### src/source/fix_proto_pkg.sv
// FIX protocol byte values, delimiter position code and the shared word union

`default_nettype none

package fix_proto_pkg;

	// Delimiter bytes
	localparam logic [7:0] FIX_SOH = 8'h01; // Field end
	localparam logic [7:0] FIX_SEP = 8'h3D; // '=' between tag and value

	localparam int unsigned FIX_WORD_BYTES = 4;

	// Byte position of a delimiter inside a word.
	// 0 is bits 7:0 and 3 is bits 31:24 which is first on the wire.
	typedef logic [2:0] fix_pos_t;

	localparam fix_pos_t FIX_POS_NONE = 3'b111; // No delimiter in the word

	// Same 32 bits seen per byte lane or as one word
	typedef union packed {
		logic [FIX_WORD_BYTES-1:0][7:0] bytes; // Lane compare in the detector
		logic [31:0]                    word;  // Slicing in the extractor
	} fix_word_u;

endpackage : fix_proto_pkg

`default_nettype wire

### src/source/fix_parser_cfg_pkg.sv
// Word buffer depth and pointer width of the FIX parser

`default_nettype none

package fix_parser_cfg_pkg;

	localparam int unsigned FIFO_DEPTH = 4; // Words held during a stall
	localparam int unsigned FIFO_PTR_W = 2; // Pointers wrap at FIFO_DEPTH

endpackage : fix_parser_cfg_pkg

`default_nettype wire

### src/source/fix_word_if.sv
// Word link between parser stages carrying data, SOH and '=' positions and valid

`timescale 1ns/1ps
`default_nettype none

interface fix_word_if;
	import fix_proto_pkg::*;

	fix_word_u word;
	fix_pos_t  soh_pos;  // Earliest SOH in stream order
	fix_pos_t  sep_pos;  // Earliest '=' in stream order
	logic      valid;

	modport src (
		output word,
		output soh_pos,
		output sep_pos,
		output valid
	);

	modport dst (
		input word,
		input soh_pos,
		input sep_pos,
		input valid
	);

endinterface : fix_word_if

`default_nettype wire

### src/source/fix_delim_detector.sv
// Delimiter detector registering each input word with its SOH and '=' positions

`timescale 1ns/1ps
`default_nettype none

module fix_delim_detector (
	input  logic                     clk,
	input  logic                     arst_n_i,
	input  fix_proto_pkg::fix_word_u word_i,
	input  logic                     word_valid_i,
	fix_word_if.src                  out
);
	import fix_proto_pkg::*;

	fix_pos_t soh_pos;
	fix_pos_t sep_pos;

	// Higher lanes come first on the wire, so the last hit in the loop wins
	always_comb begin
		soh_pos = FIX_POS_NONE;
		sep_pos = FIX_POS_NONE;
		for (int i = 0; i < FIX_WORD_BYTES; i++) begin
			if (word_i.bytes[i] == FIX_SOH) begin
				soh_pos = fix_pos_t'(i);
			end
			if (word_i.bytes[i] == FIX_SEP) begin
				sep_pos = fix_pos_t'(i);
			end
		end
	end

	always_ff @(posedge clk or negedge arst_n_i) begin
		if (!arst_n_i) begin
			out.valid <= 1'b0;
		end else begin
			out.valid <= word_valid_i; // One cycle strobe per word
		end
	end

	always_ff @(posedge clk) begin
		if (word_valid_i) begin
			out.word    <= word_i;
			out.soh_pos <= soh_pos;
			out.sep_pos <= sep_pos;
		end
	end

	// Only lane indices or the none code may leave the detector
	a_pos_code_legal: assert property (
		@(posedge clk) disable iff (!arst_n_i)
		out.valid |-> !(out.soh_pos inside {[3'd4:3'd6]}) &&
		              !(out.sep_pos inside {[3'd4:3'd6]})
	);

endmodule : fix_delim_detector

`default_nettype wire

### src/source/fix_word_fifo.sv
// Circular word buffer between detector and extractor with sticky overflow flag

`timescale 1ns/1ps
`default_nettype none

module fix_word_fifo (
	input  logic    clk,
	input  logic    arst_n_i,
	fix_word_if.dst in,
	fix_word_if.src out,
	input  logic    pop_i,
	output logic    overflow_o
);
	import fix_proto_pkg::*;
	import fix_parser_cfg_pkg::*;

	fix_word_u             word_mem [FIFO_DEPTH];
	fix_pos_t              soh_mem  [FIFO_DEPTH];
	fix_pos_t              sep_mem  [FIFO_DEPTH];
	logic [FIFO_PTR_W-1:0] wr_ptr;
	logic [FIFO_PTR_W-1:0] rd_ptr;
	logic [FIFO_PTR_W:0]   count; // One bit wider to tell full from empty
	logic                  full;
	logic                  empty;
	logic                  wr_en;
	logic                  rd_en;

	assign full  = (count == (FIFO_PTR_W + 1)'(FIFO_DEPTH));
	assign empty = (count == '0);
	assign wr_en = in.valid && !full; // Full is checked before any pop
	assign rd_en = pop_i && !empty;

	always_ff @(posedge clk or negedge arst_n_i) begin
		if (!arst_n_i) begin
			wr_ptr     <= '0;
			rd_ptr     <= '0;
			count      <= '0;
			overflow_o <= 1'b0;
		end else begin
			if (wr_en) begin
				wr_ptr <= wr_ptr + 1'b1; // Natural wrap
			end
			if (rd_en) begin
				rd_ptr <= rd_ptr + 1'b1;
			end
			case ({wr_en, rd_en})
				2'b10:   count <= count + 1'b1;
				2'b01:   count <= count - 1'b1;
				default: count <= count; // Idle or write with pop
			endcase
			if (in.valid && full) begin
				overflow_o <= 1'b1; // Held until reset
			end
		end
	end

	always_ff @(posedge clk) begin
		if (wr_en) begin
			word_mem[wr_ptr] <= in.word;
			soh_mem[wr_ptr]  <= in.soh_pos;
			sep_mem[wr_ptr]  <= in.sep_pos;
		end
	end

	// Head of the queue
	assign out.word    = word_mem[rd_ptr];
	assign out.soh_pos = soh_mem[rd_ptr];
	assign out.sep_pos = sep_mem[rd_ptr];
	assign out.valid   = !empty;

	a_no_pop_when_empty: assert property (
		@(posedge clk) disable iff (!arst_n_i)
		pop_i |-> !empty
	);

	a_count_in_range: assert property (
		@(posedge clk) disable iff (!arst_n_i)
		count <= (FIFO_PTR_W + 1)'(FIFO_DEPTH)
	);

endmodule : fix_word_fifo

`default_nettype wire

### src/source/fix_field_extractor.sv
// Field extractor splitting words into tag and body fragments with continuation status

`timescale 1ns/1ps
`default_nettype none

module fix_field_extractor (
	input  logic        clk,
	input  logic        arst_n_i,
	fix_word_if.dst     in,
	input  logic        stall_i,
	output logic        pop_o,
	output logic [31:0] tag_o,
	output logic [31:0] body_o,
	output logic        tag_valid_o,
	output logic        body_valid_o,
	output logic        tag_status_o,
	output logic        body_status_o
);
	import fix_proto_pkg::*;

	logic [31:0] w;
	fix_pos_t    soh;
	fix_pos_t    sep;
	logic [31:0] tag_d;
	logic [31:0] body_d;
	logic        tag_vld_d;
	logic        body_vld_d;
	logic        tag_st_d;
	logic        body_st_d;

	assign w   = in.word.word;
	assign soh = in.soh_pos;
	assign sep = in.sep_pos;

	assign pop_o = in.valid && !stall_i;

	// Decode on the SOH / '=' pair, fragments right aligned
	always_comb begin
		tag_d      = '0;
		body_d     = '0;
		tag_vld_d  = 1'b0;
		body_vld_d = 1'b0;
		tag_st_d   = 1'b0;
		body_st_d  = 1'b0;
		if (soh != FIX_POS_NONE && sep != FIX_POS_NONE) begin
			case ({soh, sep})
				{3'd3, 3'd1}: begin // Short tag between SOH and '='
					tag_d     = 32'(w[23:16]);
					tag_vld_d = 1'b1;
					body_st_d = 1'b1;
				end
				{3'd3, 3'd0}: begin
					tag_d     = 32'(w[23:8]);
					tag_vld_d = 1'b1;
					body_st_d = 1'b1;
				end
				{3'd2, 3'd0}: begin
					tag_d     = 32'(w[15:8]);
					tag_vld_d = 1'b1;
					body_st_d = 1'b1;
				end
				{3'd0, 3'd3}: begin // Value between '=' and SOH
					body_d     = 32'(w[23:8]);
					body_vld_d = 1'b1;
				end
				{3'd1, 3'd3}: begin
					body_d     = 32'(w[23:16]);
					body_vld_d = 1'b1;
				end
				{3'd0, 3'd2}: begin
					body_d     = 32'(w[15:8]);
					body_vld_d = 1'b1;
				end
				default: ; // Unsupported pair
			endcase
		end else if (soh != FIX_POS_NONE) begin
			// Value ends here, a new tag follows
			case (soh)
				3'd0: begin
					body_d     = 32'(w[31:8]);
					body_vld_d = 1'b1;
					tag_st_d   = 1'b1;
				end
				3'd1: begin
					body_d     = 32'(w[31:16]);
					body_vld_d = 1'b1;
					tag_d      = 32'(w[7:0]);
					tag_vld_d  = 1'b1;
					tag_st_d   = 1'b1;
				end
				3'd2: begin
					body_d     = 32'(w[31:24]);
					body_vld_d = 1'b1;
					tag_d      = 32'(w[15:0]);
					tag_vld_d  = 1'b1;
					tag_st_d   = 1'b1;
				end
				3'd3: begin
					tag_d     = 32'(w[23:0]);
					tag_vld_d = 1'b1;
					tag_st_d  = 1'b1;
				end
				default: ;
			endcase
		end else if (sep != FIX_POS_NONE) begin
			// Tag ends here, a value follows
			case (sep)
				3'd0: begin
					tag_d     = 32'(w[31:8]);
					tag_vld_d = 1'b1;
					body_st_d = 1'b1;
				end
				3'd1: begin
					tag_d      = 32'(w[31:16]);
					tag_vld_d  = 1'b1;
					body_d     = 32'(w[7:0]);
					body_vld_d = 1'b1;
					body_st_d  = 1'b1;
				end
				3'd2: begin
					tag_d      = 32'(w[31:24]);
					tag_vld_d  = 1'b1;
					body_d     = 32'(w[15:0]);
					body_vld_d = 1'b1;
					body_st_d  = 1'b1;
				end
				3'd3: begin
					body_d     = 32'(w[23:0]);
					body_vld_d = 1'b1;
					body_st_d  = 1'b1;
				end
				default: ;
			endcase
		end else if (tag_status_o) begin // Tag spans this word
			tag_d     = w;
			tag_vld_d = 1'b1;
			tag_st_d  = 1'b1;
		end else if (body_status_o) begin // Value spans this word
			body_d     = w;
			body_vld_d = 1'b1;
			body_st_d  = 1'b1;
		end
	end

	always_ff @(posedge clk or negedge arst_n_i) begin
		if (!arst_n_i) begin
			tag_valid_o   <= 1'b0;
			body_valid_o  <= 1'b0;
			tag_status_o  <= 1'b0;
			body_status_o <= 1'b0;
		end else begin
			tag_valid_o  <= pop_o && tag_vld_d;
			body_valid_o <= pop_o && body_vld_d;
			if (pop_o) begin
				tag_status_o  <= tag_st_d; // Fed back for the next word
				body_status_o <= body_st_d;
			end
		end
	end

	always_ff @(posedge clk) begin
		if (pop_o) begin
			tag_o  <= tag_d;
			body_o <= body_d;
		end
	end

	a_quiet_after_stall: assert property (
		@(posedge clk) disable iff (!arst_n_i)
		$past(stall_i) |-> !tag_valid_o && !body_valid_o
	);

endmodule : fix_field_extractor

`default_nettype wire

### src/source/fix_parser_top.sv
// FIX field splitter top with detector, word buffer and extractor

`timescale 1ns/1ps
`default_nettype none

module fix_parser_top (
	input  logic        clk,
	input  logic        arst_n_i,
	input  logic [31:0] word_i,
	input  logic        word_valid_i,
	input  logic        stall_i,
	output logic [31:0] tag_o,
	output logic        tag_valid_o,
	output logic [31:0] body_o,
	output logic        body_valid_o,
	output logic        tag_status_o,
	output logic        body_status_o,
	output logic        overflow_o
);

	fix_word_if det_if ();
	fix_word_if buf_if ();

	logic pop; // Extractor consumes the buffer head

	fix_delim_detector u_delim_detector (
		.clk          (clk),
		.arst_n_i     (arst_n_i),
		.word_i       (word_i),
		.word_valid_i (word_valid_i),
		.out          (det_if.src)
	);

	fix_word_fifo u_word_fifo (
		.clk        (clk),
		.arst_n_i   (arst_n_i),
		.in         (det_if.dst),
		.out        (buf_if.src),
		.pop_i      (pop),
		.overflow_o (overflow_o)
	);

	fix_field_extractor u_field_extractor (
		.clk           (clk),
		.arst_n_i      (arst_n_i),
		.in            (buf_if.dst),
		.stall_i       (stall_i),
		.pop_o         (pop),
		.tag_o         (tag_o),
		.body_o        (body_o),
		.tag_valid_o   (tag_valid_o),
		.body_valid_o  (body_valid_o),
		.tag_status_o  (tag_status_o),
		.body_status_o (body_status_o)
	);

endmodule : fix_parser_top

`default_nettype wire

### config.mk
export PLATFORM = sky130hd
export DESIGN_NAME = fix_parser_top
export DESIGN_NICKNAME = d
export VERILOG_FILES = /design/src/source/fix_proto_pkg.sv /design/src/source/fix_parser_cfg_pkg.sv /design/src/source/fix_word_if.sv /design/src/source/fix_delim_detector.sv /design/src/source/fix_word_fifo.sv /design/src/source/fix_field_extractor.sv /design/src/source/fix_parser_top.sv
export SDC_FILE = /design/constraint.sdc
export NUM_CORES = 1
export LEC_CHECK = 0
export BUFFER_PORTS_ARGS = -buffer_cell sky130_fd_sc_hd__buf_2
export CAP_MARGIN = 30
export CORE_AREA = 3 3 140 142
export CTS_BUF_LIST = sky130_fd_sc_hd__clkbuf_16
export DETAILED_ROUTE_END_ITERATION = 8
export DIE_AREA = 0 0 143 145
export PLACE_DENSITY = 0.92
export SKIP_LAST_GASP = 1
export SLEW_MARGIN = 20
export SYNTH_ARGS = -nofsm -noshare
export SYNTH_HDL_FRONTEND = slang
export SYNTH_SLANG_ARGS = --single-unit
### constraint.sdc
create_clock -name clk -period 6.7 [get_ports clk]
set_input_delay 0.67 -clock clk [delete_from_list [all_inputs] [get_ports clk]]
set_output_delay 0.67 -clock clk [all_outputs]
set_load 0.01 [all_outputs]
==> results.cfg <==
[power_and_ir_drop]
power_uw = 6074
power.density_nw_per_um2 = 479.4
leakage_uw = 0.004591
peakVddDrop_mv = 0.2614

[worst_setup_path]
start_kind = flip-flop
reg2reg_slack_ps = 2790
path_max_fanout = 29
r2r_cells = 6
critPathCaptureType = flip-flop
crit_type = reg -> reg
critPathRequiredTime_ps = 7060
r2r_start = u_word_fifo.rd_ptr[0]
cp.arrival_ps = 4270
regToRegEndpoint = u_field_extractor.tag_o[15]

[cells_and_area]
diodes = 0
final_cell_mix = edfxtp_1, buf_2, nor2_1
layout_commonest_cell = edfxtp_1
syn2layout_area_growth_pct = 14.50
fin_nets = 814
fillCellCount = 1155
drive_gt1_share_pct = 26.80

[die]
core_um2 = 18580
initial_core_util_pct = 59.56
pin_count = 105
die_x_um = 143
num_rows = 50
dieArea_um2 = 20740
die_y_um = 145

[logic_synthesis]
syn_inst = 660
synth_seq_area_share_pct = 71.87
ys_ff_latch = 267
synth.top_cells.by_area = edfxtp_1, mux4_2, dfrtp_1
synth_ff_type = edfxtp_1
synth_edf_count = 254
syn-cell-area_um2 = 11070
synth_fp_nets = 702
synth_cell_types = 64
synth_top_cell_by_area = edfxtp_1
yosysWarnings = 0
synth_top_cell_area_share_pct = 68.93
synthArstFlopShare_pct = 4.869
syn_area_per_cell_um2 = 16.77

[detailed_routing]
routed_wl_mm = 25.14
drt_iter0_markers = 1260
routed_via_density = 6.633
firstDrtPassIters = 9
drc = 1
detail_route.wl_per_cell_um = 24.52
ant_nets = 0
vias = 6799

[timing]
setup_violations = 0
skew_ps = 17.37
fmax_mhz = 255.5
holdWs_ps = -0.5070
hold_viol = 1
fin_crit_sh_pct = 58.42
report.final.slew_viol_count = 0
max_slew_margin_pct = 37.86
period_needed_ps = 3914
tightestPinTransition_ps = 932.1
rsz0062_at_grt = false
fin_tns_setup_ps = 0

[clock_tree]
cts_setup_buffers = 0
clk_pin_slew_worst_paths_ps = 70
clockBufferDepth = 3
clock-root-buffer = clkbuf_16
clk_latency_ps = 550
cts_hold_buf = 0
cts_resized = 0
cts_num_sinks = 267
htree_levels = 1
cts_inserted_buffers = 26
cts_tree = built

[place]
io_buffers = 104
dp_hpwl_mm = 15.69
gp_congestion = 0.9478

[global_route]
grt_pass1_vias = 6601
antenna_found_initial = 0
grt_usage_pct = 23.76
overflow = 0
grt_pass1_wl_mm = 37.99
grt_max_degree = 70

[outcome]
outcome = finished with violations
violations = DRC, hold timing

[worst_hold_path]
hp-class = in -> async

[run]
maxCapViolations = 0
-- layout make-up --
cell class	count	area [um2]	share of cell area, %
repair buffers	115	610.6	4.819
clock buffers	26	650.6	5.135
inverters	22	82.58	0.6518
flip-flops and latches	267	7954	62.78
well taps	234	292.8	2.311
clock inverters	21	227.7	1.797
multi-input cells	340	2851	22.51
-- worst max-delay path, stage by stage, from the launching register on --
cell and delay, ps:
dfrtp_2 890, buf_4 460, mux4_2 830, nand3_1 480
nor3_1 740, a22oi_1 180, o21ai_0 130
-- Yosys cell counts (2+ instances only) --
master	count
and4_1	3
a221oi_1	2
nand2_1	40
nor4_1	3
mux2_2	2
a31oi_1	2
edfxtp_1	254
and2_1	5
o22ai_1	8
o21bai_1	2
xor2_1	2
nand2b_1	5
dfrtp_1	13
a22oi_1	32
a221o_1	6
inv_1	22
buf_1	3
buf_6	3
xnor2_1	4
mux2i_1	25
o21ai_0	17
a222oi_1	8
nor4b_1	3
clkbuf_1	11
buf_4	3
nor3_1	3
o211ai_1	8
a21oi_2	2
ha_1	5
nor2_1	61
nand4_1	2
and3_1	4
a21oi_1	14
nor3_2	2
nand3_1	6
mux4_2	38
buf_2	10
-- worst max path at each step --
stage / slack (ps) / cells after the start / from / end
6_report: 2790 / 6 / u_word_fifo.rd_ptr[0] / u_field_extractor.tag_o[15]
5_1_grt: 2550 / 6 / u_word_fifo.rd_ptr[0] / u_field_extractor.tag_o[14]
4_1_cts: 2850 / 6 / u_word_fifo.rd_ptr[0] / u_field_extractor.tag_o[15]
3_5_place_dp: 2900 / 6 / u_word_fifo.rd_ptr[0] / u_field_extractor.tag_o[15]
3_3_place_gp: 2760 / 6 / u_word_fifo.rd_ptr[0] / u_field_extractor.tag_o[21]
2_1_floorplan: 3090 / 8 / stall_i / u_word_fifo.count[2]
-- logic make-up after synthesis --
family                   synth area share (%)
AO/OA/AOI/OAI                           7.090
XOR/XNOR                               0.4749
adder cells (fa/ha/maj)                0.7463
buffers and inverters                   2.363
flip-flops                              71.87
multiplexers                            10.20
AND/OR/NAND/NOR                         7.259
-- per-layer routing --
layer	GRT usage [%]	part of all wire, %
met5	0	0
met4	7.890	3.9
met3	5.043	11
met2	38.58	49
met1	32.40	36
-- through the flow --
step	utilization, %	setup WS, ps	cell area [um2]	cells	hold WS, ps
final	68.19	2786	12670	1025	-0.5070
after CTS	68.08	2845	12650	1023	0.3966
after global routing	68.19	2550	12670	1025	9.620
after detailed placement	63.35	2895	11770	976	450.2
after global placement	63.26	2758	11750	974	448.2
after floorplan	-	3093	11070	660	374.4
-- power by group --
| group | total (uW) | internal [uW] | switching, uW |
|---|---|---|---|
| registers | 2450 | 2270 | 180 |
| logic | 2150 | 758 | 1390 |
| clock network | 1480 | 867 | 610 |
| total | 6070 | 3890 | 2180 |
-- state kept, by name, summed over array words and instances, names as in the netlist --
| register | cells |
|---|---|
| u_delim_detector.out.valid | 1 |
| u_field_extractor.tag_status_o | 1 |
| u_field_extractor.tag_valid_o | 1 |
| u_word_fifo.rd_ptr | 2 |
| u_word_fifo.soh_mem | 12 |
| u_delim_detector.out.word | 32 |
| u_field_extractor.body_valid_o | 1 |
| u_word_fifo.word_mem | 128 |
| u_word_fifo.overflow_o | 1 |
| u_field_extractor.body_status_o | 1 |
| u_delim_detector.out.soh_pos | 3 |
| u_field_extractor.body_o | 32 |
| u_delim_detector.out.sep_pos | 3 |
| u_word_fifo.sep_mem | 12 |
| u_word_fifo.wr_ptr | 2 |
| u_field_extractor.tag_o | 32 |
| u_word_fifo.count | 3 |
Note: power is estimated with default switching activity, not from simulation.
